<file path="config.mk">
export PLATFORM = sky130hd
export DESIGN_NAME = env_top
export DESIGN_NICKNAME = d
export VERILOG_FILES = /design/src/env_pkg.sv /design/src/env_cfg_if.sv /design/src/env_reg_decoder.sv /design/src/env_rate_counter.sv /design/src/env_channel.sv /design/src/env_level_mixer.sv /design/src/env_top.sv
export VERILOG_INCLUDE_DIRS = /design/src /design/src/src
export SDC_FILE = /design/constraint.sdc
export NUM_CORES = 1
export LEC_CHECK = 0
export BUFFER_PORTS_ARGS = -buffer_cell sky130_fd_sc_hd__buf_2
export CAP_MARGIN = 40
export CORE_MARGIN = 2
export CORE_UTILIZATION = 55
export DETAILED_ROUTE_END_ITERATION = 16
export GPL_ROUTABILITY_DRIVEN = 1
export PLACE_DENSITY = 0.71
export SYNTH_ARGS = -nofsm -noshare
export SYNTH_HDL_FRONTEND = slang
export SYNTH_SLANG_ARGS = --single-unit
</file>
<file path="constraint.sdc">
create_clock -name clk -period 3.8 [get_ports clk]
set_input_delay 0.19 -clock clk [delete_from_list [all_inputs] [get_ports clk]]
set_output_delay 0.19 -clock clk [all_outputs]
set_load 0.005 [all_outputs]
</file>
<file path="src/env_config.svh">
//----------------------------------------------------------
// envelope engine configuration
// channel count, field widths, silence level and the
// register field codes of the write port
//----------------------------------------------------------
`ifndef ENV_CONFIG_SVH
`define ENV_CONFIG_SVH

`define ENV_NUM_CHANNELS 4   // operator channels
`define ENV_WIDTH        9   // envelope / attenuation bits
`define ENV_SILENCE      511 // max attenuation
`define ENV_RATE_WIDTH   4   // ar, dr, sl, rr codes
`define ENV_TL_WIDTH     6   // total level
`define ENV_TICK_WIDTH   15  // rate tick counter
`define ENV_ADDR_WIDTH   8
`define ENV_DATA_WIDTH   8
`define ENV_CHAN_WIDTH   2   // addr bits 4:3
`define ENV_FIELD_WIDTH  3   // addr bits 2:0
`define ENV_COUNT_WIDTH  3   // 0..4 active channels

`define ENV_FIELD_AR     3'd0
`define ENV_FIELD_DR     3'd1
`define ENV_FIELD_SL     3'd2
`define ENV_FIELD_RR     3'd3
`define ENV_FIELD_TL     3'd4
`define ENV_FIELD_CTRL   3'd5 // bit 0 egt, bit 1 key

`endif

</file>
<file path="src/env_pkg.sv">
//----------------------------------------------------------
// envelope engine types
// vector typedefs for the meaningful widths and the
// envelope state encoding
//----------------------------------------------------------
`include "env_config.svh"

package env_pkg;

    typedef logic [`ENV_WIDTH-1:0]       env_level_t; // envelope / attenuation
    typedef logic [`ENV_RATE_WIDTH-1:0]  env_rate_t;  // ar, dr, sl, rr
    typedef logic [`ENV_TL_WIDTH-1:0]    env_tl_t;    // total level
    typedef logic [`ENV_CHAN_WIDTH-1:0]  env_chan_t;  // channel index
    typedef logic [`ENV_ADDR_WIDTH-1:0]  env_addr_t;
    typedef logic [`ENV_DATA_WIDTH-1:0]  env_data_t;
    typedef logic [`ENV_TICK_WIDTH-1:0]  env_tick_t;  // sample tick count
    typedef logic [`ENV_COUNT_WIDTH-1:0] env_count_t; // non-silent channels

    // adsr phases
    typedef enum logic [1:0] {
        ENV_ATTACK,
        ENV_DECAY,
        ENV_SUSTAIN,
        ENV_RELEASE
    } env_state_t;

endpackage

</file>
<file path="src/env_cfg_if.sv">
//----------------------------------------------------------
// per-channel configuration interface
// settings and key pulses from the register decoder to
// one channel, total level to the level stage
//----------------------------------------------------------
`timescale 1ns/1ns

interface env_cfg_if
    import env_pkg::*;
();

    env_rate_t ar;      // attack rate
    env_rate_t dr;      // decay rate
    env_rate_t sl;      // sustain level
    env_rate_t rr;      // release rate
    env_tl_t   tl;      // total level, 4 steps per unit
    logic      egt;     // hold in sustain while set
    logic      key_on;  // one-cycle pulse
    logic      key_off; // one-cycle pulse

    modport decoder (output ar, dr, sl, rr, tl, egt, key_on, key_off);
    modport channel (input ar, dr, sl, rr, egt, key_on, key_off);
    modport mixer   (input tl);

endinterface

</file>
<file path="src/env_reg_decoder.sv">
//----------------------------------------------------------
// register write decoder
// stores per-channel settings from byte writes and turns
// key bit edges into one-cycle key_on / key_off pulses
//----------------------------------------------------------
`timescale 1ns/1ns
`include "env_config.svh"

module env_reg_decoder
    import env_pkg::*;
(
    input  logic              clk,
    input  logic              rst_n,
    input  logic              reg_we,
    input  env_addr_t         reg_addr,
    input  env_data_t         reg_data,
    env_cfg_if.decoder        cfg [`ENV_NUM_CHANNELS]
);

    localparam int CHAN_LSB = `ENV_FIELD_WIDTH;
    localparam int HIGH_LSB = `ENV_FIELD_WIDTH + `ENV_CHAN_WIDTH;

    logic [`ENV_FIELD_WIDTH-1:0] field; // register within channel
    env_chan_t                   chan;  // target channel
    logic                        mapped; // upper address bits clear

    assign field  = reg_addr[`ENV_FIELD_WIDTH-1:0];
    assign chan   = reg_addr[CHAN_LSB +: `ENV_CHAN_WIDTH];
    assign mapped = (reg_addr[`ENV_ADDR_WIDTH-1:HIGH_LSB] == '0); // only 0..31 decode

    for (genvar i = 0; i < `ENV_NUM_CHANNELS; i++) begin : g_chan
        logic hit;   // write aimed at this channel
        logic key_q; // last written key bit

        assign hit = reg_we && mapped && (chan == env_chan_t'(i));

        always_ff @(posedge clk) begin
            if (!rst_n) begin
                cfg[i].ar      <= '0;
                cfg[i].dr      <= '0;
                cfg[i].sl      <= '0;
                cfg[i].rr      <= '0;
                cfg[i].tl      <= '0;
                cfg[i].egt     <= 1'b0;
                cfg[i].key_on  <= 1'b0;
                cfg[i].key_off <= 1'b0;
                key_q          <= 1'b0;
            end else begin
                cfg[i].key_on  <= 1'b0; // pulses last one cycle
                cfg[i].key_off <= 1'b0;
                if (hit) begin
                    case (field)
                        `ENV_FIELD_AR: cfg[i].ar <= reg_data[`ENV_RATE_WIDTH-1:0];
                        `ENV_FIELD_DR: cfg[i].dr <= reg_data[`ENV_RATE_WIDTH-1:0];
                        `ENV_FIELD_SL: cfg[i].sl <= reg_data[`ENV_RATE_WIDTH-1:0];
                        `ENV_FIELD_RR: cfg[i].rr <= reg_data[`ENV_RATE_WIDTH-1:0];
                        `ENV_FIELD_TL: cfg[i].tl <= reg_data[`ENV_TL_WIDTH-1:0];
                        `ENV_FIELD_CTRL: begin
                            cfg[i].egt     <= reg_data[0];
                            key_q          <= reg_data[1];
                            cfg[i].key_on  <= reg_data[1] && !key_q;  // rising key
                            cfg[i].key_off <= !reg_data[1] && key_q;  // falling key
                        end
                        default: ; // codes 6, 7 unmapped
                    endcase
                end
            end
        end
    end

endmodule

</file>
<file path="src/env_rate_counter.sv">
//----------------------------------------------------------
// envelope rate counter
// counts sample ticks and flags a step when the low
// (15 - rate) bits of the new count are all zero
//----------------------------------------------------------
`timescale 1ns/1ns
`include "env_config.svh"

module env_rate_counter
    import env_pkg::*;
(
    input  logic      clk,
    input  logic      rst_n,
    input  logic      sample_en, // one-cycle sample strobe
    input  logic      clear,     // key-on restarts the count
    input  env_rate_t rate,      // rate in force, 0 stops stepping
    output logic      step       // envelope step due this tick
);

    env_tick_t tick;      // ticks since key-on
    env_tick_t tick_next; // count after this tick
    env_tick_t mask;      // low (15 - rate) bits

    assign tick_next = tick + env_tick_t'(1);
    assign mask      = {`ENV_TICK_WIDTH{1'b1}} >> rate; // rate 15 masks nothing

    // higher rate -> fewer bits to roll over -> more frequent steps
    assign step = sample_en && !clear && (rate != '0) && ((tick_next & mask) == '0);

    always_ff @(posedge clk) begin
        if (!rst_n) begin
            tick <= '0;
        end else if (clear) begin
            tick <= '0; // clear beats the tick
        end else if (sample_en) begin
            tick <= tick_next; // wraps at 2^15
        end
    end

endmodule

</file>
<file path="src/env_channel.sv">
//----------------------------------------------------------
// envelope channel
// adsr state machine and 9-bit level register, stepped
// by the rate counter on sample ticks
//----------------------------------------------------------
`timescale 1ns/1ns
`include "env_config.svh"

module env_channel
    import env_pkg::*;
(
    input  logic       clk,
    input  logic       rst_n,
    input  logic       sample_en, // sample strobe
    env_cfg_if.channel cfg,       // settings and key pulses
    output env_level_t level      // current envelope, 511 = silent
);

    env_state_t state;       // current phase
    env_state_t next_state;  // phase after this tick
    env_rate_t  rate;        // rate in force
    logic       step;        // level update due
    env_level_t attack_dec;  // attack decrement
    env_level_t level_step;  // level after one step
    logic       key_pulse;   // either key event

    assign key_pulse = cfg.key_on || cfg.key_off;

    env_rate_counter env_rate_counter_i (
        .clk       (clk),
        .rst_n     (rst_n),
        .sample_en (sample_en),
        .clear     (cfg.key_on),
        .rate      (rate),
        .step      (step)
    );

    // rate per phase, sustain never steps
    always_comb begin
        case (state)
            ENV_ATTACK:  rate = cfg.ar;
            ENV_DECAY:   rate = cfg.dr;
            ENV_SUSTAIN: rate = '0;
            default:     rate = cfg.rr;
        endcase
    end

    // transitions judged on the level before the step
    always_comb begin
        next_state = state;
        case (state)
            ENV_ATTACK: begin
                if (level == '0)
                    next_state = ENV_DECAY; // full volume reached
            end
            ENV_DECAY: begin
                if ((level >> 4) >= env_level_t'(cfg.sl))
                    next_state = ENV_SUSTAIN; // sl in units of 16
            end
            ENV_SUSTAIN: begin
                if (!cfg.egt)
                    next_state = ENV_RELEASE; // no hold, fall through
            end
            default: ; // release held until key-on
        endcase
    end

    assign attack_dec = (level >> 3) + env_level_t'(1); // exponential approach to 0

    always_comb begin
        level_step = level;
        if (state == ENV_ATTACK) begin
            if (attack_dec >= level)
                level_step = '0; // floor at full volume
            else
                level_step = level - attack_dec;
        end else if (level != env_level_t'(`ENV_SILENCE)) begin
            level_step = level + env_level_t'(1); // decay, release: linear
        end
    end

    always_ff @(posedge clk) begin
        if (!rst_n) begin
            state <= ENV_RELEASE;
            level <= env_level_t'(`ENV_SILENCE); // start silent
        end else if (key_pulse) begin
            // key event wins over the tick, level kept
            state <= cfg.key_on ? ENV_ATTACK : ENV_RELEASE;
        end else if (sample_en) begin
            state <= next_state;
            if (step)
                level <= level_step;
        end
    end

endmodule

</file>
<file path="src/env_level_mixer.sv">
//----------------------------------------------------------
// level stage
// adds 4 x total level to each envelope, clamps at
// silence, registers the selected channel and the count
// of channels that are not silent
//----------------------------------------------------------
`timescale 1ns/1ns
`include "env_config.svh"

module env_level_mixer
    import env_pkg::*;
(
    input  logic        clk,
    input  logic        rst_n,
    env_cfg_if.mixer    cfg [`ENV_NUM_CHANNELS],     // total level per channel
    input  env_level_t  levels [`ENV_NUM_CHANNELS],  // raw envelopes
    input  env_chan_t   atten_sel,                   // read channel
    output env_level_t  atten,                       // selected attenuation
    output env_count_t  active_count                 // levels below silence
);

    env_level_t clamped [`ENV_NUM_CHANNELS]; // per-channel attenuation
    env_count_t active_next;                 // combinational count

    for (genvar i = 0; i < `ENV_NUM_CHANNELS; i++) begin : g_sum
        logic [`ENV_WIDTH:0] sum; // one spare bit, max 511 + 252

        assign sum = {1'b0, levels[i]} + ((`ENV_WIDTH+1)'(cfg[i].tl) << 2);

        assign clamped[i] = (sum > (`ENV_WIDTH+1)'(`ENV_SILENCE))
                          ? env_level_t'(`ENV_SILENCE)
                          : sum[`ENV_WIDTH-1:0];
    end

    // raw level decides activity, tl does not
    always_comb begin
        active_next = '0;
        for (int i = 0; i < `ENV_NUM_CHANNELS; i++) begin
            if (levels[i] != env_level_t'(`ENV_SILENCE))
                active_next = active_next + env_count_t'(1);
        end
    end

    always_ff @(posedge clk) begin
        if (!rst_n) begin
            atten        <= env_level_t'(`ENV_SILENCE);
            active_count <= '0;
        end else begin
            atten        <= clamped[atten_sel]; // one cycle behind levels
            active_count <= active_next;
        end
    end

endmodule

</file>
<file path="src/env_top.sv">
//----------------------------------------------------------
// envelope engine top level
// register decoder, four adsr channels and the level
// stage, joined by per-channel config interfaces
//----------------------------------------------------------
`timescale 1ns/1ns
`include "env_config.svh"

module env_top
    import env_pkg::*;
(
    input  logic       clk,
    input  logic       rst_n,
    input  logic       sample_en,    // one-cycle sample strobe
    input  logic       reg_we,       // register write strobe
    input  env_addr_t  reg_addr,     // {chan, field}
    input  env_data_t  reg_data,
    input  env_chan_t  atten_sel,    // channel to read
    output env_level_t atten,        // registered attenuation
    output env_count_t active_count  // non-silent channels
);

    env_cfg_if  cfg [`ENV_NUM_CHANNELS] ();  // one per channel
    env_level_t levels [`ENV_NUM_CHANNELS];  // channel envelopes

    env_reg_decoder env_reg_decoder_i (
        .clk      (clk),
        .rst_n    (rst_n),
        .reg_we   (reg_we),
        .reg_addr (reg_addr),
        .reg_data (reg_data),
        .cfg      (cfg)
    );

    for (genvar i = 0; i < `ENV_NUM_CHANNELS; i++) begin : g_chan
        env_channel env_channel_i (
            .clk       (clk),
            .rst_n     (rst_n),
            .sample_en (sample_en),
            .cfg       (cfg[i]),
            .level     (levels[i])
        );
    end

    env_level_mixer env_level_mixer_i (
        .clk          (clk),
        .rst_n        (rst_n),
        .cfg          (cfg),
        .levels       (levels),
        .atten_sel    (atten_sel),
        .atten        (atten),
        .active_count (active_count)
    );

endmodule

</file>
==> results.sh, run 1 <==
export IMPL_met1_usage_pct=35.6
export IMPL_crit_buf_inv=1
export IMPL_slowest_delay_ps=440
export IMPL_fin_crit_sh_pct=87.9
export IMPL_num_antenna_cells=0
export IMPL_grt_pass1_vias=12500
export IMPL_switching_share_pct=27.1
export IMPL_hp_class="input pin to register"
export IMPL_busiest_layer="met2"
export IMPL_drv_cap=0
export IMPL_globalplace_congestion=0.885
export IMPL_ctsRootBufferMaster="clkbuf_16"
export IMPL_p_total_w=0.00543
export IMPL_vias_per_cell=6.13
export IMPL_power_switching_w=0.00147
export IMPL_final_cell_mix="218 x dfxtp_1, 180 x nor2_1, 174 x nand2_1"
export IMPL_cts_resized=0
export IMPL_syn_area_per_cell_um2=7.93
export IMPL_synth_flop_cell="dfxtp_1"
export IMPL_routed_wirelength_um=37700
export IMPL_ios=34
export IMPL_peakVddDrop_mv=0.336
export IMPL_worstHoldPathCells=3
export IMPL_yosys_warnings=0
export IMPL_critPathCaptureType="register"
export IMPL_wire_per_inst_um=17.3
export IMPL_crit_type="register to register"
export IMPL_ys_ff_latch=218
export IMPL_drt_first_pass_iters=5
export IMPL_met2_usage_pct=44.5
export IMPL_timing_hold_worst_start="reg_addr[0]"
export IMPL_path_cells="inv_1 -> ha_1 -> a221oi_1 -> nor2_1 -> or3_1 -> o221a_2 -> o2111ai_2 -> or2_1 -> mux2_2"
export IMPL_setup_tns_ps=0
export IMPL_crit_arrival_ps=3760
export IMPL_dpl_cell_count=2131
export IMPL_whs_ps=25.9
export IMPL_clock_path_buffers=3
export IMPL_async_flop_share_pct=0
export IMPL_cp_max_fo=11
export IMPL_hpwl_um=26400
export IMPL_grt_pass1_wl_um=62200
export IMPL_synth_edf_count=0
export IMPL_grt_overflow_total=0
export IMPL_fin_nets=1964
export IMPL_start_util_pct=56.3
export IMPL_drive_above_1_share_pct=8.13
export IMPL_cts_tree="done"
export IMPL_cpMaxStageDelayCell="o2111ai_2"
export IMPL_worst_pin_slew_ps=859
export IMPL_vias=13400
export IMPL_p_comb_share_pct=11.6
export IMPL_cts_buffers=26
export IMPL_fmax_mhz=299
export IMPL_place_port_buffers=31
export IMPL_cts_clk_slew_worst_paths_ps=70
export IMPL_num_rows=59
export IMPL_clkSinkCount=218
export IMPL_final_common_cell="dfxtp_1"
export IMPL_die_y_um=168
export IMPL_antenna_found_initial=0
export IMPL_cts_htree_levels=1
export IMPL_layout_min_cycle_time_ps=3340
export IMPL_cts_setup_buffers=0
export IMPL_power_density_nw_per_um2=342
export IMPL_setup_worst_path_start="g_chan[0].env_channel_i.state[0]"
export IMPL_dieArea_um2=28200
export IMPL_fp_dieW_um=168
export IMPL_clk_latency_ps=540
export IMPL_drt_antenna_violating_nets=0
export IMPL_synthToLayoutAreaGrowth_pct=7.53
export IMPL_core_area_um2=26200
export IMPL_max_slew_margin_pct=42.7
export IMPL_instances_no_fill=2180
export IMPL_grt_max_degree=57
export IMPL_seqPwrFrac_pct=43.3
export IMPL_ff2ff_path_depth=9
export IMPL_hold_buffers=2
export IMPL_drc=0
export IMPL_ff2ff_setup_slack_ps=460
export IMPL_path_delay_family="compound AO/OA/AOI/OAI gates"
export IMPL_slew_violations=0
export IMPL_rsz0062_at_grt="false"
export IMPL_synth_area_um2=14800
export IMPL_finalHoldViolCount=0
export IMPL_syn_nets=2000
export IMPL_regToRegStartpoint="g_chan[0].env_channel_i.state[0]"
export IMPL_clockPowerShare_pct=45.1
export IMPL_grt_use_total_pct=26.3
export IMPL_cp_depth=9
export IMPL_skew_ps=21.0
export IMPL_drt_first_iter_violations=988
export IMPL_synth_distinct_cells=93
export IMPL_leakagePower_nw=6.01
export IMPL_worst_setup_path_start_kind="register"
export IMPL_report_final_setup_viol=0
export IMPL_syn_inst=1863
export IMPL_status="completed"
export IMPL_crit_required_ps=4220
export IMPL_yosysSeqAreaShare_pct=29.6
export IMPL_met3_usage_pct=3.03
export IMPL_internal_power_w=0.00396
-- cell families (layout without fill, tap and decap cells) --
| family | after synthesis | after routing | share of synthesized area, % |
|---|---|---|---|
| XOR/XNOR | 141 | 141 | 8.36 |
| buffers and inverters | 199 | 181 | 5.63 |
| multiplexers | 36 | 36 | 2.48 |
| flip-flops | 218 | 218 | 29.6 |
| adder cells (fa/ha/maj) | 115 | 115 | 10.2 |
| AND/OR/NAND/NOR | 707 | 707 | 23.4 |
| AO/OA/AOI/OAI | 447 | 447 | 20.5 |
-- flip-flops by register name, summed over array words and instances, names as in the netlist --
signal	count
g_chan.env_channel_i.state	8
env_reg_decoder_i.cfg.key_on	4
g_chan.env_channel_i.level	36
env_reg_decoder_i.cfg.ar	16
env_level_mixer_i.active_count	3
g_chan.env_channel_i.env_rate_counter_i.tick	58
env_level_mixer_i.atten	9
env_reg_decoder_i.g_chan.key_q	4
env_reg_decoder_i.cfg.egt	4
env_reg_decoder_i.cfg.dr	16
env_reg_decoder_i.cfg.key_off	4
env_reg_decoder_i.cfg.rr	16
env_reg_decoder_i.cfg.sl	16
env_reg_decoder_i.cfg.tl	24
-- cell type report --
class | count | area (um^2)
sequential | 218 | 4360
fill | 2380 | 10300
timing repair buffer | 62 | 390
clock inverter | 10 | 63.8
clock buffer | 36 | 779
tap | 335 | 419
inverter | 73 | 275
multi-input combinational | 1446 | 9590
-- cell usage after synthesis, types with 10 or more instances --
master / instances / area, um^2
nand2_1: 174 / 653
ha_1: 107 / 1340
nor4_1: 20 / 125
o21a_1: 13 / 97.6
a221oi_1: 10 / 87.6
xnor2_1: 77 / 674
nor3_1: 42 / 210
nor3b_1: 11 / 82.6
o21ai_1: 12 / 60.1
o31a_1: 12 / 105
dfxtp_1: 218 / 4360
o21ai_0: 56 / 280
clkbuf_1: 90 / 338
and3_1: 21 / 131
buf_2: 20 / 100
a22oi_1: 11 / 82.6
o22ai_1: 12 / 75.1
o2111ai_1: 12 / 105
nor2b_1: 30 / 188
o221ai_1: 12 / 105
mux2i_1: 31 / 310
nand4_1: 27 / 169
a21oi_1: 137 / 686
nand3_1: 129 / 646
o211ai_1: 26 / 195
a211oi_1: 14 / 105
xor2_1: 64 / 561
nand2b_1: 16 / 100
inv_1: 73 / 274
nor2_1: 182 / 683
a21o_1: 19 / 143
or3_1: 13 / 81.3
-- worst paths after layout --
path                                                    endpoint
worst max-delay path            g_chan[0].env_channel_i.level[1]
worst min-delay path             env_reg_decoder_i.cfg[0].key_on
worst max register to register  g_chan[0].env_channel_i.level[1]
worst min register to register   env_reg_decoder_i.cfg[3].key_on
-- power groups by stage --
stage | Sequential, W | Combinational [W] | Clock (W)
detailed placement | 0.00240 | 0.000614 | 0
global placement | 0.00240 | 0.000601 | 0
finish | 0.00235 | 0.000628 | 0.00245
global route | 0.00235 | 0.000695 | 0.00257
CTS | 0.00235 | 0.000620 | 0.00247
floorplan | 0.00239 | 0.000471 | 0
-- worst reg2reg max path, cell delays in order (launching register included) --
cell	delay (ps)
dfxtp_1	380
inv_1	90
ha_1	280
a221oi_1	380
nor2_1	230
or3_1	410
o221a_2	240
o2111ai_2	440
or2_1	390
mux2_2	390
-- per-stage QoR --
stage	utilization (%)	instance area [um^2]	setup WS, ps
after floorplan	-	14800	966
after global placement	57.2	15000	591
after detailed placement	57.3	15000	522
after CTS	60.6	15900	489
after global routing	60.6	15900	233
final	60.6	15900	460
-- per-layer routing --
metal | vias up | wire length, um | part of all wire (%)
met1 | 6319 | 17100 | 45
met4 | 0 | 1010 | 2.7
met2 | 338 | 17600 | 47
met3 | 78 | 1950 | 5.2
met5 | - | 0 | 0
li1 | 6622 | - | -
Note: power is estimated with default switching activity, not from simulation.
==> run 2, diff against run 1 <==
--- a/config.mk
+++ b/config.mk
@@ -15,4 +15,5 @@
 export PLACE_DENSITY = 0.71
 export SYNTH_ARGS = -nofsm -noshare
 export SYNTH_HDL_FRONTEND = slang
+export SYNTH_HIERARCHICAL = 1
 export SYNTH_SLANG_ARGS = --single-unit
==> results.sh, run 2 <==
export IMPL_start_util_pct=55.7
export IMPL_synth_area_leaders="dfxtp_1 28%, ha_1 9.0%, mux2i_1 6.9%"
export IMPL_setup_tns_ps=0
export IMPL_crit_required_ps=4230
export IMPL_clk_latency_ps=540
export IMPL_synthToLayoutAreaGrowth_pct=7.82
export IMPL_drt_antenna_violating_nets=0
export IMPL_drt_first_pass_iters=5
export IMPL_cts_htree_levels=1
export IMPL_synth_flop_cell="dfxtp_1"
export IMPL_hold_buffers=0
export IMPL_power_density_nw_per_um2=299
export IMPL_async_flop_share_pct=0
export IMPL_switching_share_pct=22.5
export IMPL_yosysSeqAreaShare_pct=28.0
export IMPL_drive_above_1_share_pct=10.0
export IMPL_routed_wirelength_um=37500
export IMPL_syn_inst=1839
export IMPL_slew_violations=0
export IMPL_slowest_delay_ps=350
export IMPL_vias_per_cell=5.99
export IMPL_hp_class="input pin to register"
export IMPL_place_port_buffers=31
export IMPL_wire_per_inst_um=16.8
export IMPL_clock_path_buffers=3
export IMPL_largest_register_ff_count=56
export IMPL_yosys_top_cells_count="241 x nand2_1, 216 x dfxtp_1, 143 x nor2_1"
export IMPL_grt_overflow_total=0
export IMPL_crit_arrival_ps=3870
export IMPL_status="completed"
export IMPL_fmax_mhz=290
export IMPL_power_switching_w=0.00112
export IMPL_fin_crit_sh_pct=90.8
export IMPL_cp_max_fo=7
export IMPL_path_cells="inv_1 -> ha_1 -> a22oi_1 -> o21ai_0 -> buf_4 -> nand3_1 -> a22oi_1 -> nand3b_1 -> nor4_1 -> and3_1 -> o2111a_1 -> nand2_1 -> o31a_1 -> o32a_1"
export IMPL_fp_dieW_um=171
export IMPL_cpMaxStageDelayCell="o31a_1"
export IMPL_skew_ps=21.3
export IMPL_synth_distinct_cells=85
export IMPL_cts_clk_slew_worst_paths_ps=60
export IMPL_finalHoldViolCount=0
export IMPL_clockPowerShare_pct=49.6
export IMPL_grt_pass1_vias=12600
export IMPL_max_slew_margin_pct=40.5
export IMPL_yosysMostFrequentCell="nand2_1"
export IMPL_yosysTopAreaCell="dfxtp_1"
export IMPL_globalplace_congestion=0.911
export IMPL_crit_buf_inv=2
export IMPL_rsz0062_at_grt="false"
export IMPL_crit_type="register to register"
export IMPL_worst_setup_path_start_kind="register"
export IMPL_synth_top_area_share_pct=28.0
export IMPL_ctsRootBufferMaster="clkbuf_16"
export IMPL_worst_pin_slew_ps=886
export IMPL_ios=34
export IMPL_peakVddDrop_mv=0.334
export IMPL_grt_max_degree=59
export IMPL_final_cell_area_um2=16600
export IMPL_ys_ff_latch=216
export IMPL_layout_min_cycle_time_ps=3450
export IMPL_internal_power_w=0.00386
export IMPL_leakagePower_nw=7.17
export IMPL_critPathCaptureType="register"
export IMPL_cts_resized=0
export IMPL_path_delay_family="compound AO/OA/AOI/OAI gates"
export IMPL_die_y_um=171
export IMPL_drc=0
export IMPL_largestRegisters="g_chan.env_channel_i/env_rate_counter_i/tick (56), g_chan.env_channel_i/level (36), env_reg_decoder_i/cfg.tl (24)"
export IMPL_synth_edf_count=0
export IMPL_cts_setup_buffers=0
export IMPL_final_cell_mix="241 x nand2_1, 216 x dfxtp_1, 143 x nor2_1"
export IMPL_seqPwrFrac_pct=46.1
export IMPL_fin_nets=1979
export IMPL_syn_area_per_cell_um2=8.39
export IMPL_syn_nets=1980
export IMPL_p_comb_share_pct=4.3
export IMPL_num_antenna_cells=0
export IMPL_drt_first_iter_violations=824
export IMPL_placed_cell_area_um2=15800
export IMPL_top_register="g_chan.env_channel_i/env_rate_counter_i/tick"
export IMPL_grt_use_total_pct=25.5
export IMPL_core_area_um2=27700
export IMPL_antenna_found_initial=0
export IMPL_report_final_setup_viol=0
export IMPL_grt_pass1_wl_um=62400
export IMPL_drv_cap=0
export IMPL_cts_tree="done"
export IMPL_crit_path_frequent_cell="a22oi_1"
export IMPL_hpwl_um=26900
export IMPL_clkSinkCount=216
export IMPL_final_common_cell="nand2_1"
export IMPL_cts_buffers=26
export IMPL_dieArea_um2=29400
export IMPL_vias=13400
export IMPL_synth_area_um2=15400
export IMPL_yosys_warnings=6
export IMPL_num_rows=61
run 2: cell count changes in the layout (fill, tap and decap cells not counted), sizes merged, moves of 13 or more:
cell,previous run,this run
nand2,174,244
mux2i,31,106
a22oi,11,24
a21oi,138,65
nor2,183,143
o32a,5,20
xnor2,77,59
nand3,132,67
run 2: path summary, 6_finish.rpt:
check / startpoint / to / slack, ps / depth (start not counted)
hold / removal: atten_sel[1] / env_level_mixer_i/atten[6] / 70 / 3
setup / recovery: g_chan[2].env_channel_i/state[1] / g_chan[2].env_channel_i/level[8] / 350 / 14
hold reg to reg: env_reg_decoder_i/g_chan[2].key_q / env_reg_decoder_i/cfg[2].key_on / 440 / 1
setup reg to reg: g_chan[2].env_channel_i/state[1] / g_chan[2].env_channel_i/level[8] / 350 / 14
run 2: cells by family after synthesis:
| group | count (synthesis) | synth area share (%) |
|---|---|---|
| adder cells (fa/ha/maj) | 119 | 10.0 |
| AND/OR/NAND/NOR | 722 | 24.4 |
| flip-flops | 216 | 28.0 |
| buffers and inverters | 169 | 5.57 |
| multiplexers | 118 | 7.75 |
| AO/OA/AOI/OAI | 361 | 16.6 |
| XOR/XNOR | 134 | 7.61 |
run 2: tightest hold or removal path, delay by kind of cell:
family,cells,cell delay (ps)
compound gates,2,170
buf+inv,1,190
run 2: through the flow:
stage          std cells  power (W)  utilization (%)  setup WS, ps  hold WS (ps)
3_3_place_gp        2186    0.00255             56.8           431           433
5_1_grt             2231    0.00514             60.0          75.0          66.3
6_report            2231    0.00498             60.0           351          69.2
3_5_place_dp        2188    0.00256             57.0           362           436
2_1_floorplan       1839    0.00248                -           369           269
4_1_cts             2231    0.00503             60.0           352          55.8
run 2: power groups by stage:
stage	registers [W]	clock network [W]	logic, W
6_report	0.00230	0.00247	0.000212
4_1_cts	0.00230	0.00252	0.000212
2_1_floorplan	0.00234	0	0.000132
3_3_place_gp	0.00234	0	0.000204
3_5_place_dp	0.00235	0	0.000210
5_1_grt	0.00230	0.00261	0.000233
run 2: per-layer routing:
metal  vias to the layer above  track usage [%]  share of wire (%)  routed length (um)
met5                         -                0                  0                   0
met4                         0             8.00                3.1                1150
met3                        74             3.27                4.2                1560
met2                       289             44.8                 48               18000
met1                      6365             32.5                 45               16700
li1                       6642                -                  -                   -
run 2: layout make-up:
type                            instances  area, um^2
Clock buffer                           36         759
Clock inverter                          7        85.1
Fill cell                            2459       11100
Inverter                               68         255
Multi-Input combinational cell       1454       10200
Sequential cell                       216        4320
Tap cell                              378         473
Timing Repair Buffer                   72         493
==> run 3, diff against run 2 <==
--- a/config.mk
+++ b/config.mk
@@ -8,11 +8,13 @@
 export LEC_CHECK = 0
 export BUFFER_PORTS_ARGS = -buffer_cell sky130_fd_sc_hd__buf_2
 export CAP_MARGIN = 40
+export CORE_ASPECT_RATIO = 1.1
 export CORE_MARGIN = 2
 export CORE_UTILIZATION = 55
 export DETAILED_ROUTE_END_ITERATION = 16
 export GPL_ROUTABILITY_DRIVEN = 1
 export PLACE_DENSITY = 0.71
+export SETUP_SLACK_MARGIN = 0.4
 export SYNTH_ARGS = -nofsm -noshare
 export SYNTH_HDL_FRONTEND = slang
 export SYNTH_HIERARCHICAL = 1
==> results.sh, run 3 (synthesis gave the netlist of run 2 again) <==
export IMPL_hpwl_um=27200
export IMPL_drive_above_1_share_pct=11.5
export IMPL_setup_worst_path_start="g_chan[2].env_channel_i/level[3]"
export IMPL_globalplace_congestion=0.958
export IMPL_clk_latency_ps=530
export IMPL_antenna_found_initial=2
export IMPL_fin_nets=1981
export IMPL_routed_wirelength_um=37900
export IMPL_fin_util_pct=60.4
export IMPL_core_area_um2=27700
export IMPL_dp_worst_setup_slack_ps=248
export IMPL_vias=13500
export IMPL_drt_first_pass_iters=5
export IMPL_power_density_nw_per_um2=303
export IMPL_crit_arrival_ps=3750
export IMPL_ctsRootBufferMaster="clkbuf_16"
export IMPL_critPathCaptureType="register"
export IMPL_final_cell_mix="236 x nand2_1, 216 x dfxtp_1, 143 x nor2_1"
export IMPL_hold_buffers=0
export IMPL_path_cells="ha_1 -> and3_1 -> xnor2_1 -> ha_1 -> nand4_1 -> a21oi_1 -> nor4_2 -> buf_4 -> nor4b_1 -> o32a_1"
export IMPL_cpMaxStageDelayCell="dfxtp_1"
export IMPL_path_delay_family="simple AND/OR/NAND/NOR gates"
export IMPL_die_y_um=180
export IMPL_layout_setup_ws_ps=524
export IMPL_skew_ps=16.1
export IMPL_start_util_pct=55.7
export IMPL_grt_max_degree=80
export IMPL_synthToLayoutAreaGrowth_pct=8.47
export IMPL_clock_path_buffers=3
export IMPL_top_register="g_chan.env_channel_i/env_rate_counter_i/tick"
export IMPL_fillers=2526
export IMPL_slowest_delay_ps=610
export IMPL_place_port_buffers=31
export IMPL_max_slew_margin_pct=38.1
export IMPL_crit_required_ps=4270
export IMPL_grt_pass1_wl_um=63100
export IMPL_setup_tns_ps=0
export IMPL_drc=0
export IMPL_cts_htree_levels=1
export IMPL_grt_overflow_total=0
export IMPL_crit_buf_inv=1
export IMPL_status="completed"
export IMPL_cp_max_fo=11
export IMPL_wire_per_inst_um=17.1
export IMPL_regToRegStartpoint="g_chan[2].env_channel_i/level[3]"
export IMPL_crit_type="register to register"
export IMPL_layout_min_cycle_time_ps=3280
export IMPL_fp_dieW_um=164
export IMPL_rsz0062_at_grt="true"
export IMPL_dpl_cell_count=2170
export IMPL_leakagePower_nw=7.15
export IMPL_cts_buffers=25
export IMPL_fin_crit_sh_pct=86.2
export IMPL_fmax_mhz=305
export IMPL_dieArea_um2=29400
export IMPL_ff2ff_path_depth=10
export IMPL_cts_clk_slew_worst_paths_ps=60
export IMPL_final_common_cell="nand2_1"
export IMPL_grt_use_total_pct=25.6
export IMPL_largest_register_ff_count=56
export IMPL_crit_path_end="g_chan[2].env_channel_i/level[6]"
export IMPL_report_final_setup_viol=0
export IMPL_ff2ff_setup_slack_ps=520
export IMPL_num_rows=64
export IMPL_worst_setup_path_start_kind="register"
export IMPL_vias_per_cell=6.05
export IMPL_peakVddDrop_mv=0.336
export IMPL_crit_path_frequent_cell="ha_1"
export IMPL_drt_first_iter_violations=991
export IMPL_drt_antenna_violating_nets=0
export IMPL_timing_rr_end="g_chan[2].env_channel_i/level[6]"
export IMPL_grt_pass1_vias=13000
export IMPL_cp_depth=10
export IMPL_ios=34
export IMPL_worst_pin_slew_ps=921
export IMPL_largestRegisters="g_chan.env_channel_i/env_rate_counter_i/tick (56), g_chan.env_channel_i/level (36), env_reg_decoder_i/cfg.tl (24)"
export IMPL_slew_violations=0
export IMPL_finalHoldViolCount=0
export IMPL_drv_cap=0
export IMPL_instances_no_fill=2222
export IMPL_cts_tree="done"
export IMPL_clkSinkCount=216
export IMPL_hp_class="input pin to register"
[run 3: repair_timing]
action	in CTS	in global routing
hold endpoints to repair	0	0
pin swaps	0	2
gates resized for setup	3	26
endpoints found under the setup margin	7	25
cloned	0	0
buffers inserted	0	6
[run 3: where the power goes]
part | internal (W) | switching (W) | leakage [nW]
sequential | 0.00228 | 0.0000168 | 1.74
combinational | 0.0000644 | 0.000144 | 4.98
clock | 0.00157 | 0.000985 | 0.430
[run 3: per-layer routing]
| metal | vias up | wire length [um] | global-route usage, % |
|---|---|---|---|
| li1 | 6655 | - | - |
| met5 | - | 29 | 0 |
| met4 | 4 | 787 | 7.37 |
| met1 | 6418 | 16400 | 32.2 |
| met2 | 307 | 18800 | 45.0 |
| met3 | 69 | 1840 | 3.67 |
[run 3: through the flow]
stage                     hold slack, ps  cell area, um^2  total power (W)
after floorplan                      269            15400          0.00248
after global placement               431            15700          0.00255
after detailed placement             439            15700          0.00255
after CTS                           6.96            16600          0.00511
after global routing                18.6            16700          0.00524
final                               37.8            16700          0.00506
[run 3: final cells by class]
| type | count | area [um^2] | area share (%) |
|---|---|---|---|
| antenna | 1 | 2.50 | 0.0150 |
| clock inverter | 11 | 161 | 0.965 |
| multi-input combinational | 1454 | 10300 | 61.7 |
| tap | 363 | 454 | 2.71 |
| clock buffer | 34 | 709 | 4.24 |
| sequential | 216 | 4320 | 25.8 |
| inverter | 68 | 255 | 1.53 |
| timing repair buffer | 75 | 500 | 2.99 |
[run 3: tightest hold or removal path, delay by kind of cell]
family	cells	cell delay [ps]
buffers and inverters	1	150
AND/OR/NAND/NOR	2	180
[run 3: worst min-delay path by stage]
stage | start | to | slack, ps | depth (start not counted)
2_1_floorplan | rst_n | env_level_mixer_i/atten[4] | 270 | 1
3_3_place_gp | env_reg_decoder_i/g_chan[1].key_q | env_reg_decoder_i/cfg[1].key_on | 430 | 1
3_5_place_dp | env_reg_decoder_i/g_chan[1].key_q | env_reg_decoder_i/cfg[1].key_on | 440 | 1
4_1_cts | reg_addr[4] | env_reg_decoder_i/cfg[2].key_on | 7 | 3
5_1_grt | reg_addr[3] | env_reg_decoder_i/cfg[1].key_on | 20 | 3
6_report | reg_addr[4] | env_reg_decoder_i/cfg[2].key_on | 40 | 3
